## src/common/fix_pkg.sv

```systemverilog
// FIX checksum definitions

package fix_pkg;

	// ******************************************************************
	// Widths
	// ******************************************************************

	// Byte lanes and the checksum itself are one octet wide
	localparam int BYTE_W = 8;

	// ******************************************************************
	// Protocol characters
	// ******************************************************************

	// Field delimiter, ends every tag=value pair
	localparam logic [BYTE_W-1:0] FIX_SOH = 8'h01;

	localparam logic [BYTE_W-1:0] ASCII_ZERO = 8'h30;  // Lowest decimal digit
	localparam logic [BYTE_W-1:0] ASCII_NINE = 8'h39;  // Highest decimal digit

	// The trailer tag is "10=" and has to start a field
	localparam logic [BYTE_W-1:0] TAG_CHAR_ONE  = 8'h31;
	localparam logic [BYTE_W-1:0] TAG_CHAR_ZERO = 8'h30;
	localparam logic [BYTE_W-1:0] TAG_EQUALS    = 8'h3D;

	// ******************************************************************
	// Trailer format
	// ******************************************************************

	// The checksum value is always sent as exactly three digits, zero padded
	localparam logic [1:0] CHECKSUM_DIGITS = 2'd3;

endpackage

```

## src/common/fix_byte_if.sv

```systemverilog
// FIX annotated byte stream
`timescale 1ns/1ps

interface fix_byte_if;
	import fix_pkg::*;

	logic [BYTE_W-1:0] data;  // Message byte
	logic              valid;  // Byte strobe, qualifies everything else
	logic              first;  // First byte of a message
	logic              last;  // Last byte of a message

	// One cycle on the "=" of a trailer tag found at a field start
	logic              tag_hit;

	// High from the byte after tag_hit up to the last byte
	logic              in_trailer;

	modport src (
		output data,
		output valid,
		output first,
		output last,
		output tag_hit,
		output in_trailer
	);

	modport dst (
		input data,
		input valid,
		input first,
		input last,
		input tag_hit,
		input in_trailer
	);

endinterface

```

## src/rtl/fix_field_tracker.sv

```systemverilog
// FIX trailer field tracker
`timescale 1ns/1ps

module fix_field_tracker (
	input  logic                       clk,
	input  logic                       rst,
	input  logic [fix_pkg::BYTE_W-1:0] byte_i,
	input  logic                       valid_i,
	input  logic                       first_i,
	input  logic                       last_i,
	fix_byte_if.src                    stream
);
	import fix_pkg::*;

	// ******************************************************************
	// Tag matching
	// ******************************************************************

	logic prev_soh_q;  // Previous valid byte was a delimiter
	logic saw_one_q;  // "1" seen at a field start
	logic saw_ten_q;  // "10" seen at a field start
	logic trailer_q;  // Trailer tag already passed in this message

	logic field_start;
	logic hit;
	logic trailer_now;

	always_comb begin
		// A field starts on the first byte of a message or right after SOH
		field_start = first_i | prev_soh_q;

		// The "=" completes the tag only if "10" came straight before it
		hit = saw_ten_q & ~first_i & (byte_i == TAG_EQUALS);

		// A new message never continues the trailer of the one before
		trailer_now = trailer_q & ~first_i;
	end

	// Match progress only moves on valid bytes, so gaps are transparent
	always_ff @(posedge clk) begin
		if (rst) begin
			prev_soh_q <= 1'b0;
			saw_one_q  <= 1'b0;
			saw_ten_q  <= 1'b0;
			trailer_q  <= 1'b0;
		end else if (valid_i) begin
			prev_soh_q <= (byte_i == FIX_SOH);
			saw_one_q  <= field_start & (byte_i == TAG_CHAR_ONE);
			saw_ten_q  <= saw_one_q & ~first_i & (byte_i == TAG_CHAR_ZERO);

			// Set by the tag, dropped once the message ends
			trailer_q  <= ~last_i & (hit | trailer_now);
		end
	end

	// ******************************************************************
	// Output stream register
	// ******************************************************************

	always_ff @(posedge clk) begin
		if (rst) begin
			stream.valid      <= 1'b0;
			stream.first      <= 1'b0;
			stream.last       <= 1'b0;
			stream.tag_hit    <= 1'b0;
			stream.in_trailer <= 1'b0;
		end else begin
			stream.valid      <= valid_i;
			stream.first      <= valid_i & first_i;
			stream.last       <= valid_i & last_i;
			stream.tag_hit    <= valid_i & hit;
			stream.in_trailer <= valid_i & trailer_now;  // Bytes after the tag
		end
	end

	// The byte itself, loaded with every valid input byte
	always_ff @(posedge clk) begin
		if (valid_i) begin
			stream.data <= byte_i;
		end
	end

endmodule

```

## src/checksum/ascii2int.sv

```systemverilog
// ASCII trailer to integer
`timescale 1ns/1ps

module ascii2int (
	input  logic                       clk,
	input  logic                       rst,
	fix_byte_if.dst                    stream,
	output logic                       done_o,
	output logic [fix_pkg::BYTE_W-1:0] value_o,
	output logic                       err_o
);
	import fix_pkg::*;

	// Two extra bits hold up to three decimal digits, 999 at most
	logic [BYTE_W+1:0] acc_q;
	logic [1:0]        cnt_q;  // Digits taken so far
	logic              err_q;  // Bad byte seen in the trailer

	logic [BYTE_W+1:0] acc_base;
	logic [BYTE_W+1:0] acc_next;
	logic [BYTE_W+1:0] digit_val;
	logic [1:0]        cnt_base;
	logic [1:0]        cnt_next;
	logic              err_base;
	logic              err_next;
	logic              is_digit;
	logic              is_soh;
	logic              final_err;

	always_comb begin
		// A first byte starts from a clean state
		acc_base = stream.first ? '0 : acc_q;
		cnt_base = stream.first ? '0 : cnt_q;
		err_base = stream.first ? 1'b0 : err_q;

		is_digit  = (stream.data >= ASCII_ZERO) && (stream.data <= ASCII_NINE);
		is_soh    = (stream.data == FIX_SOH);
		digit_val = (BYTE_W + 2)'(stream.data - ASCII_ZERO);

		acc_next = acc_base;
		cnt_next = cnt_base;
		err_next = err_base;

		if (stream.in_trailer) begin
			if (is_digit) begin
				if (cnt_base == CHECKSUM_DIGITS) begin
					err_next = 1'b1;  // More digits than the format allows
				end else begin
					acc_next = acc_base * (BYTE_W + 2)'(10) + digit_val;
					cnt_next = cnt_base + 2'd1;
				end
			end else if (!(stream.last && is_soh)) begin
				// Only the closing SOH may follow the digits
				err_next = 1'b1;
			end
		end

		// Whole trailer checks, meaningful on the last byte only
		final_err = err_next | ~is_soh | (cnt_next != CHECKSUM_DIGITS) |
			(|acc_next[BYTE_W+1:BYTE_W]);  // Above 255
	end

	always_ff @(posedge clk) begin
		if (rst) begin
			cnt_q  <= '0;
			err_q  <= 1'b0;
			done_o <= 1'b0;
			err_o  <= 1'b0;
		end else begin
			done_o <= stream.valid & stream.last;
			if (stream.valid) begin
				cnt_q <= cnt_next;
				err_q <= err_next;
			end
			if (stream.valid && stream.last) begin
				err_o <= final_err;
			end
		end
	end

	always_ff @(posedge clk) begin
		if (stream.valid) begin
			acc_q <= acc_next;
		end
		if (stream.valid && stream.last) begin
			value_o <= acc_next[BYTE_W-1:0];  // Upper bits are covered by err_o
		end
	end

endmodule

```

## src/checksum/checksum.sv

```systemverilog
// FIX message checksum
`timescale 1ns/1ps

module checksum (
	input  logic                       clk,
	input  logic                       rst,
	fix_byte_if.dst                    stream,
	output logic [fix_pkg::BYTE_W-1:0] checksum_o,
	output logic                       match_o,
	output logic                       format_err_o,
	output logic                       done_o
);
	import fix_pkg::*;

	logic [BYTE_W-1:0] sum_q;  // Running sum of the message so far
	logic [BYTE_W-1:0] delim_q;  // Sum up to and including the latest SOH
	logic [BYTE_W-1:0] frozen_q;  // Computed checksum of this message

	logic [BYTE_W-1:0] sum_next;
	logic [BYTE_W-1:0] delim_base;

	// Received trailer from the converter
	logic              asc_done;
	logic [BYTE_W-1:0] asc_value;
	logic              asc_err;

	// ******************************************************************
	// Running sum
	// ******************************************************************

	always_comb begin
		// Overflow past 8 bits drops out, which gives the modulo 256
		sum_next   = (stream.first ? '0 : sum_q) + stream.data;
		delim_base = stream.first ? '0 : delim_q;
	end

	always_ff @(posedge clk) begin
		if (stream.valid) begin
			sum_q <= sum_next;

			if (stream.data == FIX_SOH) begin
				delim_q <= sum_next;  // The SOH itself is part of the sum
			end else begin
				delim_q <= delim_base;
			end

			// The tag bytes "10=" are not summed, so take the sum at the
			// delimiter in front of them
			if (stream.tag_hit) begin
				frozen_q <= delim_base;
			end else if (stream.first) begin
				frozen_q <= '0;
			end
		end
	end

	// ******************************************************************
	// Trailer value
	// ******************************************************************

	ascii2int ascii2int_i (
		.clk     (clk),
		.rst     (rst),
		.stream  (stream),
		.done_o  (asc_done),
		.value_o (asc_value),
		.err_o   (asc_err)
	);

	// ******************************************************************
	// Result
	// ******************************************************************

	// frozen_q is still this message's value here even when the next
	// message has already started, since a tag needs three bytes
	always_ff @(posedge clk) begin
		if (rst) begin
			done_o       <= 1'b0;
			checksum_o   <= '0;
			match_o      <= 1'b0;
			format_err_o <= 1'b0;
		end else begin
			done_o <= asc_done;
			if (asc_done) begin
				checksum_o   <= frozen_q;
				format_err_o <= asc_err;
				match_o      <= ~asc_err & (asc_value == frozen_q);
			end
		end
	end

endmodule

```

## src/rtl/fix_checksum_top.sv

```systemverilog
// FIX checksum checker top
`timescale 1ns/1ps

module fix_checksum_top (
	input  logic                       clk,
	input  logic                       rst,

	// Incoming message bytes, one per valid cycle
	input  logic [fix_pkg::BYTE_W-1:0] byte_i,
	input  logic                       valid_i,
	input  logic                       first_i,
	input  logic                       last_i,

	// Per message result, held until the next done_o
	output logic [fix_pkg::BYTE_W-1:0] checksum_o,
	output logic                       match_o,
	output logic                       format_err_o,
	output logic                       done_o
);

	// ******************************************************************
	// Annotated byte stream between tracker and checksum
	// ******************************************************************

	fix_byte_if stream ();

	// Finds the "10=" trailer tag and marks the bytes after it
	fix_field_tracker fix_field_tracker_i (
		.clk     (clk),
		.rst     (rst),
		.byte_i  (byte_i),
		.valid_i (valid_i),
		.first_i (first_i),
		.last_i  (last_i),
		.stream  (stream.src)
	);

	// ******************************************************************
	// Sum and compare
	// ******************************************************************

	checksum checksum_i (
		.clk          (clk),
		.rst          (rst),
		.stream       (stream.dst),
		.checksum_o   (checksum_o),
		.match_o      (match_o),
		.format_err_o (format_err_o),
		.done_o       (done_o)  // Three cycles after the last byte
	);

endmodule

```

## config.mk

```make
export PLATFORM = sky130hd
export DESIGN_NAME = fix_checksum_top
export DESIGN_NICKNAME = d
export VERILOG_FILES = /design/src/common/fix_pkg.sv /design/src/common/fix_byte_if.sv /design/src/rtl/fix_field_tracker.sv /design/src/checksum/ascii2int.sv /design/src/checksum/checksum.sv /design/src/rtl/fix_checksum_top.sv
export SDC_FILE = /design/constraint.sdc
export NUM_CORES = 1
export LEC_CHECK = 0
export BUFFER_PORTS_ARGS = -buffer_cell sky130_fd_sc_hd__buf_2
export CAP_MARGIN = 20
export CORE_MARGIN = 4
export CORE_UTILIZATION = 61
export CTS_CLUSTER_DIAMETER = 120
export DETAILED_ROUTE_END_ITERATION = 8
export PLACE_DENSITY_LB_ADDON = 0.3
export RECOVER_POWER = 50
export SYNTH_ARGS = -nofsm -noshare
export SYNTH_HDL_FRONTEND = slang
export SYNTH_SLANG_ARGS = --single-unit
```

## constraint.sdc

```tcl
create_clock -name clk -period 4.6 [get_ports clk]
set_input_delay 0.46 -clock clk [delete_from_list [all_inputs] [get_ports clk]]
set_output_delay 0.46 -clock clk [all_outputs]
set_load 0.03 [all_outputs]
```

After elaboration in Yosys (flattened, before gate mapping). Cells that the tools add are included.

$mul: 1. Mux-type cells: 18. Add/subtract/negate cells: 4. Bitwise logic cells: 22. Magnitude comparators: 2. Equality and inequality tests: 8. Reduce and logical (&&, ||, !) cells: 6.

Operator list (number): $mux 10 (4); $mux 8 (5); $eq 8x6->1 const B (3); $eq 8x1->1 const B (2); $and 1x1->1 (13); $add 10x10->10 (1); $mul 10x3->9 const B (1); $sub 8x6->9 const B (1); $add 8x8->8 (1); $eq 8x8->1 (1); $ge 8x6->1 const B (1); $le 8x6->1 const B (1); $mux 2 (4); $mux 1 (5); $or 1x1->1 (5); $not 1->1 (4); $logic_and 1x1->1 (3); $add 2x1->2 const B (1); $eq 2x2->1 const B (1); $ne 2x2->1 const B (1); $reduce_and 2->1 (1); $reduce_bool 2->1 (1); $reduce_or 2->1 (1).

Register bits after elaboration: 75. Input bits: 13. Logic and storage cells: 84. Output and inout port bits: 11.

Longest topological paths before layout. Gate-level depths: netlist (run 1).

Depth after elaboration: 8. Depth in mapped cells: 16. Gate-level depth less buffers: 14.

Hierarchy. From an unflattened synthesis (run 1), not the netlist that was laid out.

Cells, all modules: 359. Area total of the unflattened synthesis: 4087.7 sq um.

Modules (own cells, without submodules): checksum (cells an instance 149, instances 1, area each 1771.7 sq um, seq. area each 940.9 sq um); ascii2int (cells an instance 169, instances 1, area each 1749.2 sq um, seq. area each 640.6 sq um); fix_field_tracker (cells an instance 41, instances 1, area each 566.8 sq um, seq. area each 420.4 sq um).

Worst setup path before layout (run 1). No wires, ideal clock.

Kind: reg2reg. From: reg fix_field_tracker_i.stream.first. To: reg checksum_i.ascii2int_i.err_o. Stages on the path, launching flop included: 17. Buffers on the path: 3. Required time: 4480 ps. Library setup time: 120 ps. Period minus slack after synthesis: 3495 ps. Arrival time: 3376 ps. Setup slack: 1105 ps. Cells stage by stage: dfxtp_1 -> buf_2 -> clkbuf_1 -> clkbuf_1 -> nor2_1 -> ha_1 -> fa_1 -> a21oi_1 -> nor2_1 -> nor2_1 -> xnor2_1 -> ha_1 -> o2111a_1 -> a221oi_1 -> xnor3_1 -> o21ai_1 -> o31a_1.

Cells in the longest elaborated chain, start to end: 8. Elaborated cells between the ends (all ways): 22. Classes of those cells: 2 x add/sub; 1 x mul; 2 x eq/ne; 13 x mux; 3 x bitwise; 1 x reduce/logical.

Ends and longest elaborated chain: start: declaration (line fix_byte_if.sv:21) `output first,`; start signal: assignment (line fix_field_tracker.sv:69) `stream.first <= valid_i & first_i;`; $mux 10 (line ascii2int.sv:32) `acc_base = stream.first ? '0 : acc_q;`; $mul 10x3->9 (line ascii2int.sv:49) `acc_next = acc_base * (BYTE_W + 2)'(10) + digit_val;`; $add 10x10->10 (line ascii2int.sv:49); $mux 10 (line ascii2int.sv:46) `if (cnt_base == CHECKSUM_DIGITS) begin`; $mux 10 (line ascii2int.sv:45) `if (is_digit) begin`; $mux 10 * (line ascii2int.sv:44) `if (stream.in_trailer) begin`; net checksum_i.ascii2int_i.acc_next[9] (line ascii2int.sv:20) `logic [BYTE_W+1:0] acc_next;`; $reduce_or 2->1 * (line ascii2int.sv:60) `(|acc_next[BYTE_W+1:BYTE_W]);`; $or 1x1->1 * (line ascii2int.sv:59) `final_err = err_next | ~is_soh | (cnt_next != CHECKSUM_DIGITS) |`; end signal: assignment (line ascii2int.sv:76) `err_o <= final_err;`; end: declaration (line ascii2int.sv:10) `output logic err_o`.

Mark *: on every way through the listed nets, which the timed path passes. The rest lies on a longest branch. A chain may end at the register's enable or synchronous reset.

Final worst setup path (run 1). Same ends and word-level chain as after synthesis.

==> results of run 1 <==
[worst paths after layout]
| kind | from | end | depth (start not counted) |
|---|---|---|---|
| setup / recovery | fix_field_tracker_i.stream.first$_SDFF_PP0_ | checksum_i.ascii2int_i.err_o$_SDFFE_PP0P_ | 14 |
| hold / removal | byte_i[6] | fix_field_tracker_i.stream.data[6]$_DFFE_PP_ | 1 |
| hold reg to reg | checksum_i.ascii2int_i.err_q$_SDFFE_PP0P_ | checksum_i.ascii2int_i.err_q$_SDFFE_PP0P_ | 2 |
| setup reg to reg | fix_field_tracker_i.stream.first$_SDFF_PP0_ | checksum_i.ascii2int_i.err_o$_SDFFE_PP0P_ | 14 |
[layer usage]
layer  GRT usage  share of wire  vias up
li1            -              -     1317
met1       0.278           0.45     1258
met2       0.372           0.48       69
met3      0.0466          0.042       17
met4      0.0948          0.028        0
met5           0              0        -
[cell usage after synthesis (all sizes together), types with 2 or more instances]
cell type and number:
edfxtp 50, nor2 37, o21ai 14, a211oi 5
nor3 5, a21o 5, o211ai 3, clkbuf 8
dfxtp 25, nand3 5, ha 26, nor3b 5
or3 2, nand2b 5, a22oi 2, o21bai 4
inv 14, nor4b 3, xor2 6, mux2i 10
buf 2, a21oi 17, and2 6, nand2 14
nand3b 6, fa 2, nand4 3, mux2 6
o21a 2, xnor2 25, nor2b 17, nor4 3
[area by class of cell]
class / count / area (sq um)
Sequential cell: 75 / 2000
Timing Repair Buffer: 25 / 110
Fill cell: 504 / 2000
Tap cell: 77 / 96.3
Multi-Input combinational cell: 252 / 1860
Clock inverter: 7 / 76.3
Inverter: 14 / 52.6
Clock buffer: 9 / 124
[through the flow]
stage	instance area, sq um	setup WS [ns]	util	power (W)
after floorplan	3950	1.10	-	0.00101
after global placement	4140	1.24	0.655	0.00107
after detailed placement	4140	1.18	0.655	0.00108
after CTS	4340	1.18	0.687	0.00159
after global routing	4320	0.950	0.684	0.00166
final	4320	1.17	0.684	0.00159
[power by group]
part | switching, W | internal, W | total, W
clock | 0.000263 | 0.000253 | 0.000516
combinational | 0.000166 | 0.000131 | 0.000297
sequential | 0.0000205 | 0.000753 | 0.000774
[flip-flops by register name, indices dropped and copies added, names as in the netlist, 2 cells and up]
signal	flops
checksum_i.delim_q	8
checksum_i.frozen_q	8
checksum_i.ascii2int_i.cnt_q	2
fix_field_tracker_i.stream.data	8
checksum_i.sum_q	8
checksum_i.ascii2int_i.acc_q	10
checksum_i.checksum_o	8
checksum_i.ascii2int_i.value_o	8
[logic make-up after synthesis]
| family | count (synthesis) |
|---|---|
| and+or+nand+nor | 115 |
| DFF | 75 |
| muxes | 16 |
| adders and majority gates | 29 |
| xor gates and xnor gates | 32 |
| AOI/OAI and AO/OA | 60 |
| buffers and inverters | 24 |
[worst max-delay path: stages (launching register included)]
cell,delay (ns)
dfxtp_1,0.51
buf_4,0.36
nor2b_4,0.10
and2_1,0.20
fa_1,0.43
a21oi_1,0.14
nor2_1,0.05
nor2_1,0.11
xnor2_1,0.13
ha_1,0.28
o2111a_1,0.15
a221oi_1,0.32
xnor3_1,0.19
o21ai_1,0.07
o31a_1,0.28
==> results.yml, run 1 <==
cts:
  ctsHoldBuffers: 0
  cts_tree: "yes"
  ctsHtreeMaxLevel: 3
  cts_buffer_depth: 2
  clkSlewWorstSetupHoldPaths_ns: 0.08
  clock_latency_ns: 0.35
  cts_resized: 0
  clock-sinks: 75
  post-cts-setup-buffer-count: 0
  cts_root_buffer: "clkbuf_8"
  cts_made_buffers: 9
cells_and_area:
  final_cell_mix: "edfxtp_1, nor2_1, ha_1, xnor2_1, dfxtp_1"
  final_common_cell: "edfxtp_1"
  instances_no_fill: 459
  drive_above_1_share: 0.0995
  finalNetCount: 418
  antennaDiodeCount: 0
  area_growth_pct: 9.32
status:
  status: "finished with violations"
  violations: "max-capacitance violations, max-slew violations"
floorplanning:
  start_util: 0.625
  dieArea_sq_um: 7820
  die_width_microns: 88.5
  core_area_sq_um: 6310
  fp-row-count: 29
  io_pins: 24
  die_h_microns: 88.5
sta:
  setup-tns-final_ns: 0
  timing.final.crit_share: 0.745
  final.setup_skew_ns: 0.00706
  setup_viol: 0
  worstMarginPinSlew_ns: 1.77
  rsz0062_at_grt: "false"
  hold_viol: 0
  whs_ns: 0.293
  relSlewSlack: -0.179
  slew_violations: 35
  fmax_mhz: 292
  period_minus_slack_ns: 3.43
synth:
  synth_enable_flop_cells: 50
  synth_simple_gate_area_frac: 0.159
  synth_area_leaders: "edfxtp_1, dfxtp_1, ha_1"
  async_flop_share: 0
  synth.distinct_cells: 54
  synth_top_family_by_area: "simple AND/OR/NAND/NOR gates"
  yosys_warnings: 0
  syn-cell-area_sq_um: 3950
  ys_seq_area_frac: 0.507
  netlist_instances: 351
  yosys.area_share.adder: 0.0954
  synth_compound_area_frac: 0.0982
  syn_avg_cell_area_sq_um: 11.3
  synthesis.nets: 392
  synthMuxAreaShare: 0.0425
  ys.flop_type: "edfxtp_1"
  synth.top_cell.area_share: 0.380
  synth_top_area_cell: "edfxtp_1"
  synthXorXnorAreaFrac: 0.0745
  ys_ff_latch: 75
placed_design:
  hpwl_microns: 5730
  place.gp.congestion: 0.807
  dp_cells: 443
  io_buffer_count: 23
route:
  wl_microns: 7770
  drt_iter0_markers: 174
  viasPerCell: 5.80
  firstDrtPassIters: 4
  post_drt_wl_per_cell_microns: 16.9
  drtAntennaViolNets: 0
  vias: 2661
  drc: 0
critical_path:
  crit_fanout: 29
  crit_required_ns: 4.85
  cp-end-kind: "flop"
  start_kind: "flop"
  r2r_slack_ns: 1.17
  worstSetupPathType: "flop to flop"
  worst_ep_arrival_time_ns: 3.68
pwr:
  p_leak_nw: 1.61
  max-vdd-ir-drop_mv: 0.240
  p_per_area_nw_per_um2: 368
global_routing:
  antenna_found_initial: 0
  grt_pass1_vias: 2645
  grt_max_degree: 35
  overflow: 0
  grt_pass1_wl_microns: 12900
  grtUsageTotal: 0.221
job:
  max_cap_violations: 1
hold_path:
  worst_hold_path_type: "input port to flop"
No activity file was read; power rests on OpenSTA's default activity.
==> inputs of run 2 (changes only) <==
- ABC_AREA: unset -> 1
- CORE_UTILIZATION: 61 -> 55
- clock period: 4.6 -> 2.8 ns (I/O delays scaled with it)
==> results.yml, run 2 <==
status:
  status: "finished with violations"
  violations: "negative setup slack"
synth:
  ys_ff_latch: 75
  synthesis.nets: 527
  ys_seq_area_frac: 0.488
  yosysMostFrequentCell: "nand2_1"
  synth.top_cell.area_share: 0.366
  async_flop_share: 0
  yosys_warnings: 0
  ys.flop_type: "edfxtp_1"
  syn_avg_cell_area_sq_um: 8.43
  synth.distinct_cells: 34
  yosys-top-cells-count: "nand2_1, nor2_1, inv_1, edfxtp_1, o21ai_0"
  netlist_instances: 486
  synth_top_area_cell: "edfxtp_1"
  syn-cell-area_sq_um: 4100
  synth_enable_flop_cells: 50
  synth_area_leaders: "edfxtp_1, dfxtp_1, nand2_1"
critical_path:
  slowest_stage: "edfxtp_1"
  start_kind: "flop"
  worstSetupPathType: "flop to flop"
  path_cells: "o21ai_2 -> nor2_4 -> ha_4 -> buf_6 -> a31oi_4 -> xnor2_1 -> ha_1 -> nand2_1 -> nand2_1 -> a31oi_2 -> nand3_1 -> nand2_1 -> nor2_2 -> nor2_2 -> nand2_1 -> nor2_2 -> nor2_1"
  cp-end-kind: "flop"
  cpPeakStageDelay_ns: 0.49
  cpMostUsedCell: "nand2_1"
  worst_ep_arrival_time_ns: 3.05
  crit_fanout: 5
  crit_required_ns: 3.03
  r2r_slack_ns: -0.03
route:
  drc: 0
  drt_iter0_markers: 160
  viasPerCell: 5.30
  post_drt_wl_per_cell_microns: 14.1
  firstDrtPassIters: 5
  wl_microns: 8970
  drtAntennaViolNets: 0
  vias: 3373
cells_and_area:
  multi_input_area_sq_um: 2030
  instances_no_fill: 637
  final_cell_mix: "nand2_1, nor2_1, inv_1, edfxtp_1, o21ai_0"
  largest-register: "checksum_i.ascii2int_i.acc_q"
  antennaDiodeCount: 0
  drive_above_1_share: 0.182
  nFillCells: 580
  ff_latch_area_sq_um: 2010
  finalNetCount: 574
  largest_reg_flops: 10
  area_growth_pct: 18.6
  final_common_cell: "nand2_1"
floorplanning:
  die_h_microns: 94.3
  io_pins: 24
  fp-row-count: 31
  core_area_sq_um: 7250
  dieArea_sq_um: 8900
  start_util: 0.565
  die_width_microns: 94.3
cts:
  cts_buffer_depth: 2
  clkSlewWorstSetupHoldPaths_ns: 0.09
  cts_root_buffer: "clkbuf_8"
  ctsHtreeMaxLevel: 3
  cts_tree: "yes"
  cts_made_buffers: 9
  clock_latency_ns: 0.34
  clock-sinks: 75
  ctsHoldBuffers: 0
global_routing:
  grt_pass1_wl_microns: 14500
  grtUsageTotal: 0.211
  overflow: 0
  grt_max_degree: 19
  grt_pass1_vias: 3243
  antenna_found_initial: 0
sta:
  hold_viol: 0
  slew_violations: 0
  layout_setup_ws_ns: -0.0252
  setup_viol: 2
  rsz0062_at_grt: "true"
  final.setup_skew_ns: 0.0130
  whs_ns: 0.156
  relSlewSlack: 0.316
  fmax_mhz: 354
  worstMarginPinSlew_ns: 1.03
  period_minus_slack_ns: 2.83
  timing.final.crit_share: 1.01
pwr:
  max-vdd-ir-drop_mv: 0.362
  p_per_area_nw_per_um2: 552
  p_total_w: 0.00269
  p_leak_nw: 2.10
placed_design:
  dp_cells: 615
  place.gp.congestion: 0.962
  hpwl_microns: 6700
  io_buffer_count: 23
hold_path:
  worst_hold_path_type: "input port to flop"
job:
  max_cap_violations: 0
==> run 2: changes by cell type after synthesis, moves of 16 or more <==
cell     previous run  this run
inv_1              13        61
nor2_1             37        76
o21ai_0             8        33
xnor2_1            25         6
nand2_1            14       108
nor2b_1            16         0
==> run 2: kinds of logic (layout without fill, tap and decap cells) <==
logic type,after synthesis,count (layout),synth area share
buf+inv,73,125,0.0690
fa+ha+maj,28,28,0.0891
flops,75,75,0.488
compound gates,65,65,0.0849
xor+xnor,17,17,0.0363
simple gates,228,228,0.232
==> run 2: worst paths after layout <==
check                                                                from                                           end  cells past startpoint
worst max register to register  checksum_i.ascii2int_i.acc_q[3]$_DFFE_PP_     checksum_i.ascii2int_i.err_o$_SDFFE_PP0P_                     17
worst min-delay path                                            byte_i[2]  fix_field_tracker_i.stream.data[2]$_DFFE_PP_                      1
worst max-delay path            checksum_i.ascii2int_i.acc_q[3]$_DFFE_PP_     checksum_i.ascii2int_i.err_o$_SDFFE_PP0P_                     17
worst min register to register            checksum_i.match_o$_SDFFE_PP0P_               checksum_i.match_o$_SDFFE_PP0P_                      2
==> run 2: critical path, delay by kind of cell, from the launching register on <==
kind / cells / cell delay [ns]
AND/OR/NAND/NOR: 10 / 0.77
adder cells (fa/ha/maj): 2 / 0.61
AO/OA/AOI/OAI: 3 / 0.62
buffers and inverters: 1 / 0.12
XOR/XNOR: 1 / 0.10
flip-flops: 1 / 0.49
==> run 2: layout make-up <==
cell class | count | area share
multi-input combinational | 338 | 0.419
sequential | 75 | 0.413
timing repair buffer | 44 | 0.0543
inverter | 65 | 0.0523
clock buffer | 9 | 0.0255
tap | 99 | 0.0255
clock inverter | 7 | 0.0113
==> run 2: metal layers <==
layer | routed length [microns] | vias to the layer above | GRT usage
met3 | 448 | 29 | 0.0430
li1 | - | 1698 | -
met1 | 3730 | 1567 | 0.258
met5 | 0 | - | 0
met4 | 347 | 0 | 0.0987
met2 | 4440 | 79 | 0.359
==> run 2: through the flow <==
stage / worst slack, ns / setup TNS (ns) / instance area (sq um) / util
finish: -0.0252 / -0.0452 / 4860 / 0.670
floorplan: 0.0361 / 0 / 4120 / -
global route: -0.174 / -0.659 / 4860 / 0.670
global placement: 0.0361 / 0 / 4420 / 0.610
CTS: 0.00415 / 0 / 4640 / 0.640
detailed placement: -0.0842 / -0.143 / 4420 / 0.610
==> run 2: what timing repair did <==
item,in CTS,in global routing
gates resized for setup,9,43
endpoints found under the setup margin,3,7
pin swaps,2,26
buffers inserted,0,6
==> run 2: where the power goes <==
| part | internal [W] | switching [W] | leakage [nW] |
|---|---|---|---|
| combinational | 0.000269 | 0.000384 | 1.35 |
| sequential | 0.00124 | 0.0000294 | 0.659 |
| clock | 0.000337 | 0.000425 | 0.0972 |
| total | 0.00185 | 0.000839 | 2.10 |
